[src/hdl/clkctl_pkg.sv]
// shared definitions for the clock-generator control block
// register map, reset words, field widths, register-2 views, sequencer states
`default_nettype none

package clkctl_pkg;

  localparam int LDET_W = 9;  // lock-detect count
  localparam int L1_W   = 2;  // power-of-two post-divider
  localparam int L2_W   = 8;  // linear post-divider

  typedef logic [3:0] cfg_addr_t;  // as seen on CFGAD

  localparam cfg_addr_t CFG0_ADDR = 4'd0;  // post-scaler and pll reset
  localparam cfg_addr_t CFG1_ADDR = 4'd1;  // enable, bypass, multiplier
  localparam cfg_addr_t CFG2_ADDR = 4'd2;  // lock detect and ssc
  localparam cfg_addr_t CFG3_ADDR = 4'd3;  // loop filter low word

  localparam logic [31:0] CFG0_RST = 32'h0000_0000;  // pll held, L1=0 L2=0
  localparam logic [31:0] CFG1_RST = 32'h0000_0004;  // bypass on, output off
  localparam logic [31:0] CFG2_RST = 32'h0000_0064;  // ldet 100, ssc off
  localparam logic [31:0] CFG3_RST = 32'h0000_0269;

  // register 2 as written by the host
  typedef struct packed {
    logic [2:0]        lf_hi;       // copied to loop-filter 34:32 on cfg3 write
    logic [10:0]       ssc_period;
    logic [7:0]        ssc_step;
    logic              ssc_en;
    logic [LDET_W-1:0] ldet;        // lock-detect count
  } cfg2_wr_t;

  // register 2 as returned to the host
  typedef struct packed {
    logic        lock;    // live LOCK
    logic        lf_32;   // latched loop-filter bit 32
    logic [29:0] stored;  // stored bits below
  } cfg2_rd_t;

  typedef union packed {
    cfg2_wr_t wr;
    cfg2_rd_t rd;
  } cfg2_u;

  // lock sequencer states
  typedef enum logic [1:0] {
    HELD      = 2'd0,  // pll model in reset
    WAIT_LOCK = 2'd1,  // timer running
    LOCKED    = 2'd2
  } seq_state_t;

endpackage

`default_nettype wire
[src/hdl/clkctl_top.sv]
// clock-generator control top, register file plus the behavioral pll model
// TIMER_W sizes the lock timer and must cover the lock-detect count
`timescale 1ns/1ps
`default_nettype none

module clkctl_top #(
  parameter int TIMER_W = 10
) (
  input  wire logic                  clk,
  input  wire logic                  RSTB,
  input  wire logic                  CFGREQ,
  input  wire logic                  CFGWEB,
  input  wire clkctl_pkg::cfg_addr_t CFGAD,
  input  wire logic [31:0]           CFGD,
  output logic [31:0]                CFGQ,
  output logic                       CFGACK,
  output logic                       LOCK,
  output logic                       FLLCLK
);

  import clkctl_pkg::*;

  logic              pll_rstn;
  logic              ps_en;
  logic              ps_bypass;
  logic [L1_W-1:0]   ps_l1;
  logic [L2_W-1:0]   ps_l2;
  logic [LDET_W-1:0] ldet_count;
  logic              relock_req;
  logic              timer_load;
  logic              timer_count_en;
  logic [TIMER_W-1:0] timer_value;
  logic              timer_done;

  clk_and_control i_regs (
    .clk, .RSTB, .CFGREQ, .CFGWEB, .CFGAD, .CFGD, .LOCK,
    .CFGACK, .CFGQ, .pll_rstn, .ps_en, .ps_bypass, .ps_l1, .ps_l2,
    .ldet_count, .relock_req
  );

  lock_sequencer #(.TIMER_W(TIMER_W)) i_seq (
    .clk, .RSTB, .pll_rstn, .relock_req, .ldet_count, .timer_done,
    .timer_load, .timer_count_en, .timer_value, .LOCK
  );

  lock_timer #(.TIMER_W(TIMER_W)) i_timer (
    .clk, .RSTB,
    .load       (timer_load),
    .count_en   (timer_count_en),
    .load_value (timer_value),
    .done       (timer_done)
  );

  clk_postscaler i_ps (
    .clk, .RSTB,
    .lock (LOCK),
    .ps_en, .ps_bypass, .ps_l1, .ps_l2, .FLLCLK
  );

endmodule

`default_nettype wire

[src/hdl/clk_and_control.sv]
// configuration register file behind the CFGREQ/CFGACK level handshake
// decodes the fields that drive the pll model and post-scaler
`timescale 1ns/1ps
`default_nettype none

module clk_and_control (
  input  wire logic                              clk,
  input  wire logic                              RSTB,
  input  wire logic                              CFGREQ,
  input  wire logic                              CFGWEB,      // high = read
  input  wire clkctl_pkg::cfg_addr_t             CFGAD,
  input  wire logic [31:0]                       CFGD,
  input  wire logic                              LOCK,
  output logic                                   CFGACK,
  output logic [31:0]                            CFGQ,
  output logic                                   pll_rstn,
  output logic                                   ps_en,
  output logic                                   ps_bypass,
  output logic [clkctl_pkg::L1_W-1:0]            ps_l1,
  output logic [clkctl_pkg::L2_W-1:0]            ps_l2,
  output logic [clkctl_pkg::LDET_W-1:0]          ldet_count,
  output logic                                   relock_req   // multiplier changed
);

  import clkctl_pkg::*;

  logic [31:0] config0;
  logic [31:0] config1;
  cfg2_u       config2;
  logic [31:0] config3;
  logic [2:0]  lf_hi_q;   // loop-filter 34:32, taken from cfg2 on cfg3 write
  cfg2_u       cfg2_rd;   // register 2 read word
  logic [31:0] rd_word;
  logic        wr_acc;
  logic        rd_acc;

  assign wr_acc = CFGREQ & ~CFGWEB;
  assign rd_acc = CFGREQ & CFGWEB;

  // field decode
  assign pll_rstn   = RSTB & config0[2];  // pll released only out of reset
  assign ps_l1      = config0[1:0];
  assign ps_l2      = config0[11:4];
  assign ps_en      = config1[0];
  assign ps_bypass  = config1[2];
  assign ldet_count = config2.wr.ldet;

  always_comb begin
    cfg2_rd          = config2;
    cfg2_rd.rd.lock  = LOCK;        // top bits replaced on read
    cfg2_rd.rd.lf_32 = lf_hi_q[0];
  end

  always_comb begin
    case (CFGAD)
      CFG0_ADDR: rd_word = config0;
      CFG1_ADDR: rd_word = config1;
      CFG2_ADDR: rd_word = cfg2_rd;
      CFG3_ADDR: rd_word = config3;
      default:   rd_word = '0;  // unmapped reads as zero
    endcase
  end

  // register writes, repeated harmlessly while CFGREQ stays high
  always_ff @(posedge clk or negedge RSTB) begin
    if (!RSTB) begin
      config0 <= CFG0_RST;
      config1 <= CFG1_RST;
      config2 <= CFG2_RST;
      config3 <= CFG3_RST;
      lf_hi_q <= '0;
    end else if (wr_acc) begin
      case (CFGAD)
        CFG0_ADDR: config0 <= CFGD;
        CFG1_ADDR: config1 <= CFGD;
        CFG2_ADDR: config2 <= CFGD;
        CFG3_ADDR: begin
          config3 <= CFGD;
          lf_hi_q <= config2.wr.lf_hi;  // old cfg2 top bits
        end
        default: ;                      // unmapped, dropped
      endcase
    end
  end

  // handshake and read data
  always_ff @(posedge clk or negedge RSTB) begin
    if (!RSTB) begin
      CFGACK     <= 1'b0;
      CFGQ       <= '0;
      relock_req <= 1'b0;
    end else begin
      CFGACK     <= CFGREQ;                                   // level ack
      relock_req <= wr_acc & (CFGAD == CFG1_ADDR) & ~CFGACK;  // first ack cycle only
      if (rd_acc) begin
        CFGQ <= rd_word;
      end
    end
  end

  // held request keeps its fields, so the repeated access is harmless
  a_req_held_stable: assert property (@(posedge clk) disable iff (!RSTB)
    CFGREQ && CFGACK |-> $stable(CFGWEB) && $stable(CFGAD) && $stable(CFGD))
    else $error("CFGREQ fields changed while the request was held");

  // relock comes from a write, never with a read in flight
  a_relock_not_read: assert property (@(posedge clk) disable iff (!RSTB)
    relock_req |-> !(CFGREQ && CFGWEB))
    else $error("relock_req during a read request");

endmodule

`default_nettype wire

[src/hdl/clk_postscaler.sv]
// post-scaler for the pll model, divides by 2**L1 then by L2+1
// output is a one-cycle enable pulse, or a level in bypass
`timescale 1ns/1ps
`default_nettype none

module clk_postscaler (
  input  wire logic                        clk,
  input  wire logic                        RSTB,
  input  wire logic                        lock,
  input  wire logic                        ps_en,
  input  wire logic                        ps_bypass,
  input  wire logic [clkctl_pkg::L1_W-1:0] ps_l1,
  input  wire logic [clkctl_pkg::L2_W-1:0] ps_l2,
  output logic                             FLLCLK
);

  logic                        active;    // locked and enabled
  logic                        run;       // dividers counting
  logic [2:0]                  pre_q;     // up to 2**3-1 for L1=3
  logic [2:0]                  pre_max;
  logic [clkctl_pkg::L2_W-1:0] div_q;
  logic                        pre_tick;
  logic                        div_tick;

  assign active  = lock & ps_en;
  assign run     = active & ~ps_bypass;
  assign pre_max = ~(3'b111 << ps_l1);  // 2**L1 - 1

  // >= so a smaller field written mid-count wraps at once
  assign pre_tick = (pre_q >= pre_max);
  assign div_tick = pre_tick & (div_q >= ps_l2);

  always_ff @(posedge clk or negedge RSTB) begin
    if (!RSTB) begin
      pre_q <= '0;
      div_q <= '0;
    end else if (!run) begin
      pre_q <= '0;                      // idle or bypass, restart clean
      div_q <= '0;
    end else begin
      if (pre_tick) begin
        pre_q <= '0;
      end else begin
        pre_q <= pre_q + 1'b1;
      end
      if (div_tick) begin
        div_q <= '0;
      end else if (pre_tick) begin
        div_q <= div_q + 1'b1;          // one step per prescale period
      end
    end
  end

  // bypass passes the gate straight through
  assign FLLCLK = ps_bypass ? active : (run & div_tick);

endmodule

`default_nettype wire

[src/hdl/lock_sequencer.sv]
// lock sequencer for the pll model, holds it in reset, times the lock wait
// and restarts the wait when the multiplier is rewritten
`timescale 1ns/1ps
`default_nettype none

module lock_sequencer #(
  parameter int TIMER_W = 10   // at least LDET_W
) (
  input  wire logic                              clk,
  input  wire logic                              RSTB,
  input  wire logic                              pll_rstn,
  input  wire logic                              relock_req,
  input  wire logic [clkctl_pkg::LDET_W-1:0]     ldet_count,
  input  wire logic                              timer_done,
  output logic                                   timer_load,
  output logic                                   timer_count_en,
  output logic [TIMER_W-1:0]                     timer_value,
  output logic                                   LOCK
);

  import clkctl_pkg::*;

  seq_state_t state_q;
  seq_state_t state_d;

  always_comb begin
    state_d = state_q;
    case (state_q)
      HELD: begin
        if (pll_rstn) state_d = WAIT_LOCK;  // timer loaded on this edge
      end
      WAIT_LOCK: begin
        if (!pll_rstn) begin
          state_d = HELD;
        end else if (relock_req) begin
          state_d = WAIT_LOCK;              // reload, wait again
        end else if (timer_done) begin
          state_d = LOCKED;
        end
      end
      LOCKED: begin
        if (!pll_rstn) begin
          state_d = HELD;
        end else if (relock_req) begin
          state_d = WAIT_LOCK;
        end
      end
      default: state_d = HELD;
    endcase
  end

  always_ff @(posedge clk or negedge RSTB) begin
    if (!RSTB) begin
      state_q <= HELD;
    end else begin
      state_q <= state_d;
    end
  end

  // load and count never overlap
  assign timer_load     = pll_rstn & ((state_q == HELD) | relock_req);
  assign timer_count_en = pll_rstn & (state_q == WAIT_LOCK) & ~relock_req;
  assign timer_value    = TIMER_W'(ldet_count);  // zero-extended
  assign LOCK           = (state_q == LOCKED);

  // lock dropped on the cycle after the pll is put back in reset
  a_lock_needs_rstn: assert property (@(posedge clk) disable iff (!RSTB)
    !pll_rstn |=> !LOCK)
    else $error("LOCK outlived pll_rstn");

endmodule

`default_nettype wire

[src/hdl/lock_timer.sv]
// loadable down-counter for the lock-detect interval
// done goes high one cycle after the count has reached zero
`timescale 1ns/1ps
`default_nettype none

module lock_timer #(
  parameter int TIMER_W = 10
) (
  input  wire logic               clk,
  input  wire logic               RSTB,
  input  wire logic               load,
  input  wire logic               count_en,
  input  wire logic [TIMER_W-1:0] load_value,
  output logic                    done
);

  logic [TIMER_W-1:0] cnt_q;
  logic               done_q;   // held until next load

  always_ff @(posedge clk or negedge RSTB) begin
    if (!RSTB) begin
      cnt_q  <= '0;
      done_q <= 1'b0;
    end else if (load) begin
      cnt_q  <= load_value;
      done_q <= 1'b0;
    end else if (count_en) begin
      if (cnt_q != '0) begin
        cnt_q <= cnt_q - 1'b1;
      end else begin
        done_q <= 1'b1;           // zero seen while counting
      end
    end
  end

  assign done = done_q & count_en;  // only reported while the wait runs

  // sequencer keeps load and counting apart
  a_load_not_done: assert property (@(posedge clk) disable iff (!RSTB)
    !(load && done))
    else $error("timer load while done");

endmodule

`default_nettype wire

[config.mk]
export PLATFORM = sky130hd
export DESIGN_NAME = clkctl_top
export DESIGN_NICKNAME = d
export VERILOG_FILES = /design/src/hdl/clkctl_pkg.sv /design/src/hdl/clkctl_top.sv /design/src/hdl/clk_and_control.sv /design/src/hdl/clk_postscaler.sv /design/src/hdl/lock_sequencer.sv /design/src/hdl/lock_timer.sv
export SDC_FILE = /design/constraint.sdc
export NUM_CORES = 1
export LEC_CHECK = 0
export BUFFER_PORTS_ARGS = -buffer_cell sky130_fd_sc_hd__buf_2
export CELL_PAD_IN_SITES_DETAIL_PLACEMENT = 0
export CELL_PAD_IN_SITES_GLOBAL_PLACEMENT = 1
export CORE_MARGIN = 2
export CORE_UTILIZATION = 52
export CTS_CLUSTER_DIAMETER = 120
export DETAILED_ROUTE_END_ITERATION = 16
export PLACE_DENSITY = 0.91
export SYNTH_ARGS = -nofsm -noshare
export SYNTH_HDL_FRONTEND = slang
export SYNTH_SLANG_ARGS = --single-unit
export TNS_END_PERCENT = 100
[constraint.sdc]
create_clock -name clk -period 4.8 [get_ports clk]
set_input_delay 0.48 -clock clk [delete_from_list [all_inputs] [get_ports clk]]
set_output_delay 0.48 -clock clk [all_outputs]
set_load 0.01 [all_outputs]
==> impl_metrics.yaml, run 1 <==
outcome:
  status: "complete, no violations"
timing:
  timing.hold.ws_ns: 0.00717
  tightest_slew_ns: 1.14
  layout_min_cycle_time_ns: 3.00
  max_freq_mhz: 334
  setup_viol: 0
  timing.setup.tns_ns: 0
  rsz0062_at_grt: "false"
  clock_skew_ns: 0.00725
  report.final.slew_viol_count: 0
  setup_slack_ns: 1.80
  timing_hold_violations_final: 0
  slew_headroom_pct: 23.7
  period_share_pct: 62.5
logic_synthesis:
  synth_area_um2: 8160
  synth_compound_area_share_pct: 12.0
  yosys.area_share.adder_pct: 2.15
  synthXorXnorAreaFrac_pct: 0.751
  synth_top_family_by_area: "multiplexers"
  synth_ff_type: "dfrtp_1"
  yosys.cell_types.count: 52
  synthArstFlopShare_pct: 100
  synth_mux_area_share_pct: 17.8
  yosys.area_share.simple_pct: 8.03
  synth_nets: 690
  avgSynthCellArea_um2: 12.8
  synth_cells: 636
  synth_edf_count: 0
  ys_seq_area_share_pct: 56.9
  ys_ff_latch: 185
  ys.warnings.count: 0
power:
  switching_power_mw: 0.966
  power.leakage_nw: 4.32
  ir_drop_mv: 0.314
  pwr_density_cell_nw_per_um2: 415
  p_clk_share_pct: 35.0
  power.internal_mw: 2.90
  power_mw: 3.87
  seq_power_share_pct: 51.9
  combPwrFrac_pct: 13.1
  swShare_pct: 25.0
cells_and_area:
  final_util_pct: 61.0
  nets: 762
  syn2layout_area_growth_pct: 14.0
  drive_gt1_share_pct: 36.1
  layoutNonFillerInstCount: 933
  final_cell_area_um2: 9310
grt:
  grt_pass1_vias: 5839
  antenna_found_initial: 1
  groute.usage.overall_pct: 23.4
  grt_max_degree: 74
  overflow: 0
  grt_pass1_wl_um: 30100
die:
  dieArea_um2: 16700
  die_y_um: 129
  coreArea_um2: 15300
  rows: 45
  start_util_pct: 53.5
  ios: 75
  die_w_um: 129
cts:
  cts_resized: 0
  cts_tree: "built"
  cts_buffers: 17
  clkTransAtPathRegs_ns: 0.06
  clk_latency_ns: 0.42
  cts_buffer_depth: 2
  cts_hold_buf: 0
  cts_sinks: 185
  post_cts_buffers: 0
  htree_levels: 4
  clock-root-buffer: "clkbuf_16"
min_path:
  min_path_type: "in -> async"
setup_path:
  cp-start-kind: "flip-flop"
  critPathArrivalTime_ns: 2.52
  critPathKind: "reg -> out"
  worstPathRequired_ns: 4.32
  end_kind: "primary output"
  path_max_fanout: 6
route:
  num_vias: 5511
  wire_per_inst_um: 19.7
  wirelength_um: 18400
  drc: 0
  ant_nets: 0
  first_pass_iters: 5
  viasPerCell: 5.91
  initialDrtViolationCount: 383
placement:
  port_buffers: 74
  routabilityCongestion: 0.860
  pre_cts_slack_ns: 2.16
  postPlaceCellArea_um2: 8740
  hpwl_um: 12000
  dp_cells: 900
flow_run:
  max_cap_viol_count: 0
==> worst max-delay path, stage by stage (launching register included) <==
cell and delay (ns):
dfrtp_1 0.44, or2_2 0.32, ha_1 0.28, nor2b_1 0.04, o21ai_0 0.63, a21oi_1 0.14
nor2_1 0.12, buf_2 0.14
==> layout make-up <==
class	instances	area [um2]
tap	211	264
clock inverter	4	70.1
sequential	185	4640
timing repair buffer	85	459
fill	1183	5950
clock buffer	28	497
multi-input combinational	405	3320
antenna	1	2.50
inverter	14	52.6
==> layout by cell type (no fill, tap or decap), types with 3 or more instances in the layout <==
| master | instances |
|---|---|
| a21oi_1 | 9 |
| a221oi_1 | 32 |
| a22o_1 | 32 |
| buf_2 | 73 |
| buf_4 | 11 |
| clkbuf_1 | 8 |
| clkbuf_16 | 17 |
| clkbuf_8 | 3 |
| dfrtp_1 | 176 |
| dfstp_2 | 9 |
| ha_1 | 14 |
| inv_1 | 14 |
| mux2_1 | 3 |
| mux2_2 | 125 |
| nand2_1 | 51 |
| nand2b_1 | 4 |
| nand3_1 | 7 |
| nand4_1 | 3 |
| nor2_1 | 23 |
| nor2b_1 | 4 |
| nor3_1 | 4 |
| nor4b_4 | 3 |
| o21ai_0 | 45 |
| o2bb2ai_1 | 4 |
| or2_2 | 4 |
| or3_1 | 3 |
| xor2_1 | 6 |
==> registers in the layout, indices dropped and copies added, names as in the netlist, 2 cells and up <==
name and cells:
i_regs.CFGQ 32, i_seq.state_q 2, i_regs.config3 32, i_regs.config0 32, i_timer.cnt_q 10, i_regs.config2 30, i_regs.config1 32, i_ps.pre_q 3
i_ps.div_q 8
==> synthesized netlist by cell type (4+ instances only) <==
cell type | n | share of area, %
mux2_2 | 125 | 17
nor3_1 | 4 | 0.25
xor2_1 | 6 | 0.64
o21ai_0 | 45 | 2.8
ha_1 | 14 | 2.1
dfstp_2 | 9 | 2.9
a22o_1 | 32 | 3.4
dfrtp_1 | 176 | 54
buf_2 | 11 | 0.67
inv_1 | 14 | 0.64
a21oi_1 | 9 | 0.55
clkbuf_1 | 17 | 0.78
a221oi_1 | 32 | 3.4
nor2b_1 | 4 | 0.31
nor2_1 | 23 | 1.1
o2bb2ai_1 | 4 | 0.43
nand3_1 | 7 | 0.43
or2_2 | 4 | 0.31
nand2b_1 | 4 | 0.31
nand2_1 | 51 | 2.3
==> power by group through the flow <==
stage,clock (mW),sequential [mW],combinational (mW)
final,1.35,2.01,0.507
after global routing,1.45,2.04,0.568
after CTS,1.37,2.00,0.512
after detailed placement,0,2.03,0.509
after global placement,0,2.00,0.479
after floorplan,0,1.97,0.362
==> final timing paths <==
check | cells past startpoint | slack [ns] | endpoint | start
worst max register to register | 7 | 2.28 | i_ps.div_q[5]$_DFFE_PN0P_ | i_regs.config0[1]$_DFFE_PN0P_
max in group asynchronous | 2 | 3.46 | i_regs.CFGQ[28]$_DFFE_PN0P_ | RSTB
worst min register to register | 1 | 0.47 | i_ps.pre_q[0]$_DFF_PN0_ | i_ps.pre_q[0]$_DFF_PN0_
worst max-delay path | 7 | 1.80 | FLLCLK | i_regs.config0[1]$_DFFE_PN0P_
worst min-delay path | 1 | 0.007 | i_ps.pre_q[2]$_DFF_PN0_ | RSTB
min in group clk | 1 | 0.22 | i_regs.CFGACK$_DFF_PN0_ | CFGREQ
==> metal layers <==
| layer | global-route usage [%] | up-vias | wire [um] |
|---|---|---|---|
| li1 | - | 2487 | - |
| met1 | 30.8 | 2860 | 8170 |
| met2 | 38.5 | 143 | 9150 |
| met3 | 5.49 | 21 | 798 |
| met4 | 7.61 | 0 | 284 |
| met5 | 0 | - | 0 |
==> cells by family after synthesis <==
family	count (synthesis)
AO/OA/AOI/OAI	135
XOR/XNOR	7
adder cells (fa/ha/maj)	14
buffers and inverters	46
flip-flops	185
multiplexers	129
AND/OR/NAND/NOR	120
Power figures use the tool's default switching activity.
==> run 2, diff against run 1 <==
--- a/config.mk
+++ b/config.mk
@@ -5,14 +5,15 @@
 export SDC_FILE = /design/constraint.sdc
 export NUM_CORES = 1
 export LEC_CHECK = 0
+export ABC_AREA = 1
 export BUFFER_PORTS_ARGS = -buffer_cell sky130_fd_sc_hd__buf_2
 export CELL_PAD_IN_SITES_DETAIL_PLACEMENT = 0
 export CELL_PAD_IN_SITES_GLOBAL_PLACEMENT = 1
 export CORE_MARGIN = 2
-export CORE_UTILIZATION = 52
+export CORE_UTILIZATION = 45
 export CTS_CLUSTER_DIAMETER = 120
 export DETAILED_ROUTE_END_ITERATION = 16
-export PLACE_DENSITY = 0.91
+export PLACE_DENSITY = 0.87
 export SYNTH_ARGS = -nofsm -noshare
 export SYNTH_HDL_FRONTEND = slang
 export SYNTH_SLANG_ARGS = --single-unit
==> constraint.sdc (replaced) <==
create_clock -name clk -period 3.1 [get_ports clk]
set_input_delay 0.31 -clock clk [delete_from_list [all_inputs] [get_ports clk]]
set_output_delay 0.31 -clock clk [all_outputs]
set_load 0.01 [all_outputs]
==> run 2 against run 1 <==
Compared with the run above: the flow now finishes with violations (hold timing); sequential share of layout area shrank 1.5 points; clock-buffer cell count shrank 10; global-route usage shrank 2.8 points; cell count grew 43%; combinational power grew 110%; via count grew 22%; routed wire length grew 6.4%; clock skew grew 0.0045 ns; power grew 62%; setup slack lost 1.0 ns; flip-flop and latch count is the same; clock power grew 57%; critical endpoint unchanged; largest cell class unchanged; largest power group unchanged.
==> impl_metrics.yaml, run 2 <==
cells_and_area:
  final_util_pct: 51.7
  final_cell_area_um2: 9600
  final_common_cell: "nand2_1"
  nets: 1138
  syn2layout_area_growth_pct: 13.1
  drive_gt1_share_pct: 14.9
  antenna-diode-count: 0
  layout_common_cells: "416 x nand2_1, 176 x dfrtp_1, 97 x o21ai_1"
cts:
  htree_levels: 4
  cts_buffers: 17
  cts_sinks: 185
  cts_tree: "built"
  clkTransAtPathRegs_ns: 0.07
  clock-root-buffer: "clkbuf_16"
  cts_buffer_depth: 2
  clk_latency_ns: 0.44
  cts_resized: 0
power:
  p_clk_share_pct: 34.0
  swShare_pct: 30.9
  seq_power_share_pct: 49.4
  combPwrFrac_pct: 16.7
  switching_power_mw: 1.93
  ir_drop_mv: 0.376
  power.leakage_nw: 4.96
  pwr_density_cell_nw_per_um2: 651
  power.internal_mw: 4.32
route:
  wire_per_inst_um: 14.7
  ant_nets: 0
  num_vias: 6716
  wirelength_um: 19600
  viasPerCell: 5.05
  drc: 0
  first_pass_iters: 5
  initialDrtViolationCount: 521
timing:
  report.final.slew_viol_count: 0
  period_share_pct: 74.4
  clock_skew_ns: 0.0117
  timing_hold_violations_final: 22
  timing.setup.tns_ns: 0
  layout_min_cycle_time_ns: 2.31
  tightest_slew_ns: 0.821
  max_freq_mhz: 434
  rsz0062_at_grt: "false"
  timing.hold.ws_ns: -0.0224
  setup_viol: 0
  slew_headroom_pct: 45.3
logic_synthesis:
  synth_ff_type: "dfrtp_1"
  synth_area_leaders: "dfrtp_1 52%, nand2_1 19%, o21ai_1 5.7%"
  yosys.cell_count.top_type: "nand2_1"
  synth_cells: 1019
  synth_edf_count: 0
  avgSynthCellArea_um2: 8.33
  synth_common_cells: "419 x nand2_1, 176 x dfrtp_1, 97 x o21ai_1"
  synth_top_area_share_pct: 51.9
  synth_nets: 1073
  ys_seq_area_share_pct: 54.7
  yosys.cell_types.count: 32
  synth_area_um2: 8490
  synth_top_area_cell: "dfrtp_1"
  ys_ff_latch: 185
  synthArstFlopShare_pct: 100
  ys.warnings.count: 0
grt:
  grt_max_degree: 121
  groute.usage.overall_pct: 20.5
  grt_pass1_wl_um: 32500
  grt_pass1_vias: 6326
  grt-busiest-layer: "met2"
  grt_use_met2_pct: 32.3
  overflow: 0
  use_met3_pct: 3.88
  antenna_found_initial: 0
  use_met1_pct: 29.2
flow_run:
  max_cap_viol_count: 0
setup_path:
  critPathArrivalTime_ns: 2.00
  reg2reg_depth: 10
  end_kind: "primary output"
  timing.rr.start: "i_regs.config0[0]$_DFFE_PN0P_"
  worstPathRequired_ns: 2.79
  r2r_slack_ns: 1.25
  critPathKind: "reg -> out"
  path_max_fanout: 8
  cp-start-kind: "flip-flop"
  crit_start: "i_regs.config0[0]$_DFFE_PN0P_"
  r2r-end: "i_ps.div_q[5]$_DFFE_PN0P_"
die:
  coreArea_um2: 18600
  ios: 75
  rows: 50
  die_w_um: 141
  start_util_pct: 45.7
  die_y_um: 141
  dieArea_um2: 20000
outcome:
  violations: "hold timing"
  status: "complete, but fails checks"
placement:
  hpwl_um: 12900
  postPlaceCellArea_um2: 9020
  port_buffers: 74
  routabilityCongestion: 0.775
min_path:
  min_path_type: "in -> async"
==> run 2: cell types whose count changed in the layout (fill, tap and decap cells not counted), moves of 9 or more <==
cell	delta
mux2_2	-125
a22o_1	-32
o21ai_2	+11
nand2_1	+365
o21ai_1	+97
nand4_1	+26
inv_1	+66
nor2_1	+9
a221oi_1	-32
==> run 2: how the worst max path moves through the flow <==
stage                                     end  cells past startpoint
6_report                               FLLCLK                      7
4_1_cts                                FLLCLK                      7
2_1_floorplan                          FLLCLK                      8
3_3_place_gp   i_regs.config2[24]$_DFFE_PN0P_                      8
3_5_place_dp   i_regs.config2[23]$_DFFE_PN0P_                      8
5_1_grt                                FLLCLK                      9
==> run 2: power by group through the flow <==
stage | registers [mW] | clock network [mW] | logic (mW)
floorplan | 3.08 | 0 | 0.756
global placement | 3.12 | 0 | 1.02
detailed placement | 3.12 | 0 | 1.05
CTS | 3.08 | 2.16 | 1.06
global route | 3.13 | 2.26 | 1.23
finish | 3.08 | 2.12 | 1.04
==> run 2: cells by family after synthesis <==
logic type / count (synthesis) / share of synthesized area (%)
simple gates: 511 / 24.5
flops: 185 / 54.7
compound gates: 171 / 10.9
buf+inv: 131 / 7.08
fa+ha+maj: 14 / 2.06
xor+xnor: 6 / 0.619
mux: 1 / 0.177
==> run 2: final cells by class <==
cell class / count / area, um2
clock buffer: 18 / 439
clock inverter: 14 / 136
fill: 1790 / 8980
inverter: 87 / 329
multi-input combinational: 703 / 3250
sequential: 185 / 4640
tap: 234 / 293
timing repair buffer: 90 / 512
==> run 2: timing repair <==
action                    4_1_cts  5_1_grt
hold buffers                    1        0
setup buffers                   0        0
hold endpoints to repair        1        0
==> run 2: per-stage QoR <==
| stage | setup slack (ns) | power (mW) | cells |
|---|---|---|---|
| 3_5_place_dp | 1.15 | 4.17 | 1298 |
| 2_1_floorplan | 1.49 | 3.83 | 1019 |
| 4_1_cts | 0.774 | 6.29 | 1331 |
| 5_1_grt | 0.666 | 6.62 | 1331 |
| 3_3_place_gp | 1.16 | 4.14 | 1298 |
| 6_report | 0.795 | 6.25 | 1331 |
==> run 2: critical path, stage by stage (launching register included) <==
cell and delay (ns):
dfrtp_1 0.37, nand2_1 0.08, ha_1 0.31, a21oi_1 0.19, nand3_2 0.22, nand2_1 0.18, a21oi_1 0.08, buf_2 0.14
==> run 2: per-layer routing <==
| layer | up-vias | share of wire [%] |
|---|---|---|
| met5 | - | 0 |
| met4 | 0 | 1.4 |
| met3 | 18 | 4.1 |
| met2 | 138 | 46 |
| met1 | 3178 | 48 |
| li1 | 3382 | - |
==> run 3, diff against run 2 <==
--- a/config.mk
+++ b/config.mk
@@ -5,15 +5,15 @@
 export SDC_FILE = /design/constraint.sdc
 export NUM_CORES = 1
 export LEC_CHECK = 0
-export ABC_AREA = 1
+export ABC_AREA = 0
 export BUFFER_PORTS_ARGS = -buffer_cell sky130_fd_sc_hd__buf_2
 export CELL_PAD_IN_SITES_DETAIL_PLACEMENT = 0
 export CELL_PAD_IN_SITES_GLOBAL_PLACEMENT = 1
 export CORE_MARGIN = 2
-export CORE_UTILIZATION = 45
+export CORE_UTILIZATION = 44
 export CTS_CLUSTER_DIAMETER = 120
 export DETAILED_ROUTE_END_ITERATION = 16
-export PLACE_DENSITY = 0.87
+export PLACE_DENSITY = 0.83
 export SYNTH_ARGS = -nofsm -noshare
 export SYNTH_HDL_FRONTEND = slang
 export SYNTH_SLANG_ARGS = --single-unit
==> constraint.sdc (replaced) <==
create_clock -name clk -period 2 [get_ports clk]
set_input_delay 0.2 -clock clk [delete_from_list [all_inputs] [get_ports clk]]
set_output_delay 0.2 -clock clk [all_outputs]
set_load 0.01 [all_outputs]
==> run 3 against run 2 <==
Compared with the run above: the run ends with hold timing, setup timing left; worst hold slack worse by 0.027 ns; via count is 16% lower; global-route usage is 0.29 points higher; first-iteration DRC count is 16% lower; largest cell class unchanged; flip-flop and latch count stayed put; clock power is 43% higher; core utilization is 1.5 points higher; clock-buffer cell count is 1 higher; critical path depth stayed put; critical endpoint unchanged; setup slack worse by 1.1 ns; cell count is 26% lower; highest routed layer is now met5.
==> impl_metrics.yaml, run 3 (synthesized netlist as in run 1, its figures left out) <==
setup_path:
  critPathArrivalTime_ns: 2.13
  worstPathRequired_ns: 1.80
  reg2reg_depth: 8
  critPathKind: "reg -> out"
  r2r_slack_ns: -0.24
  end_kind: "primary output"
  timing.rr.start: "i_ps.div_q[1]$_DFFE_PN0P_"
  r2r-end: "i_ps.div_q[6]$_DFFE_PN0P_"
  cp-start-kind: "flip-flop"
  path_max_fanout: 4
timing:
  timing_hold_violations_final: 14
  rsz0062_at_grt: "true"
  period_share_pct: 116
  timing.hold.ws_ns: -0.0491
  layout_min_cycle_time_ns: 2.33
  setup_viol: 8
  clock_skew_ns: 0.00903
  report.final.slew_viol_count: 0
  tightest_slew_ns: 1.00
  max_freq_mhz: 430
  slew_headroom_pct: 33.1
  setup_slack_ns: -0.326
cts:
  cts_buffers: 17
  htree_levels: 4
  clock-root-buffer: "clkbuf_16"
  clk_latency_ns: 0.43
  cts_tree: "built"
  clkTransAtPathRegs_ns: 0.06
  cts_buffer_depth: 2
  cts_sinks: 185
power:
  power.leakage_nw: 4.45
  ir_drop_mv: 0.641
  pwr_density_cell_nw_per_um2: 955
cells_and_area:
  syn2layout_area_growth_pct: 17.8
  nets: 792
  layout_common_cells: "176 x dfrtp_1, 125 x mux2_2, 73 x buf_2"
  final_common_cell: "dfrtp_1"
  drive_gt1_share_pct: 40.5
  fillCellCount: 1502
  final_cell_area_um2: 9610
route:
  wire_per_inst_um: 19.9
  drc: 0
  viasPerCell: 5.73
  ant_nets: 0
  wirelength_um: 19500
  first_pass_iters: 5
  num_vias: 5619
  initialDrtViolationCount: 437
grt:
  grt_pass1_vias: 6002
  grt_use_met2_pct: 35.4
  overflow: 0
  use_met3_pct: 5.09
  grt_pass1_wl_um: 32000
  use_met1_pct: 26.0
  grt_max_degree: 186
  groute.usage.overall_pct: 20.8
  antenna_found_initial: 4
  grt-busiest-layer: "met2"
die:
  die_y_um: 140
  dieArea_um2: 19700
  ios: 75
  start_util_pct: 45.1
  die_w_um: 140
  coreArea_um2: 18100
  rows: 49
placement:
  postPlaceCellArea_um2: 8960
  port_buffers: 74
  pre_cts_slack_ns: -0.0596
  hpwl_um: 12700
  routabilityCongestion: 0.817
flow_run:
  max_cap_viol_count: 0
outcome:
  status: "complete, but fails checks"
  violations: "hold timing, setup timing"
min_path:
  min_path_type: "in -> async"
-- run 3: what timing repair did --
action	4_1_cts	5_1_grt
pin swaps	5	0
endpoints found under the hold margin	1	0
setup buffers	4	4
hold buffers	1	0
endpoints found under the setup margin	3	15
resized for setup	7	6
-- run 3: layer usage --
metal,share of wire (%),wire length [um],vias up
li1,-,-,2545
met1,42,8280,2893
met2,51,9850,149
met3,5.3,1030,28
met4,1.6,304,4
met5,0.12,24,-
-- run 3: how the worst max path moves through the flow --
stage / slack, ns / end / from / depth (start not counted)
2_1_floorplan: 0.07 / i_ps.div_q[6]$_DFFE_PN0P_ / i_ps.div_q[3]$_DFFE_PN0P_ / 6
3_3_place_gp: 0.02 / i_ps.div_q[6]$_DFFE_PN0P_ / i_ps.div_q[7]$_DFFE_PN0P_ / 6
3_5_place_dp: -0.06 / i_ps.div_q[4]$_DFFE_PN0P_ / i_ps.div_q[3]$_DFFE_PN0P_ / 6
4_1_cts: -0.34 / FLLCLK / i_ps.div_q[1]$_DFFE_PN0P_ / 7
5_1_grt: -0.42 / FLLCLK / i_ps.div_q[1]$_DFFE_PN0P_ / 7
6_report: -0.33 / FLLCLK / i_ps.div_q[1]$_DFFE_PN0P_ / 7
-- run 3: critical path, stage by stage, from the launching register on --
cell     delay (ns)
dfrtp_1        0.42
ha_2           0.18
or4_4          0.53
a21oi_4        0.15
o21ai_2        0.08
a21oi_2        0.14
nor2_1         0.05
buf_2          0.14
-- run 3: area by class of cell --
| cell class | instances | area [um2] | area share (%) |
|---|---|---|---|
| clock inverters | 13 | 98.8 | 1.03 |
| multi-input cells | 405 | 3370 | 35.1 |
| inverters | 14 | 52.6 | 0.547 |
| well taps | 229 | 287 | 2.98 |
| clock buffers | 19 | 433 | 4.50 |
| repair buffers | 115 | 724 | 7.54 |
| flip-flops and latches | 185 | 4640 | 48.3 |
| diodes | 1 | 2.50 | 0.0260 |
-- run 3: power by group --
part	internal [mW]	switching, mW
clock network	1.60	1.45
logic	0.727	0.614
registers	4.38	0.416
-- run 3: metrics by stage --
step	total power [mW]	utilization [%]	hold slack, ns	cells	setup TNS (ns)
after global routing	9.63	53.2	0.0348	981	-2.37
after floorplan	5.60	-	-0.0956	636	0
after global placement	6.01	49.5	0.367	939	0
after CTS	9.19	52.8	0.0231	976	-0.713
final	9.18	53.2	-0.0491	981	-1.48
after detailed placement	6.12	49.5	0.360	939	-0.128
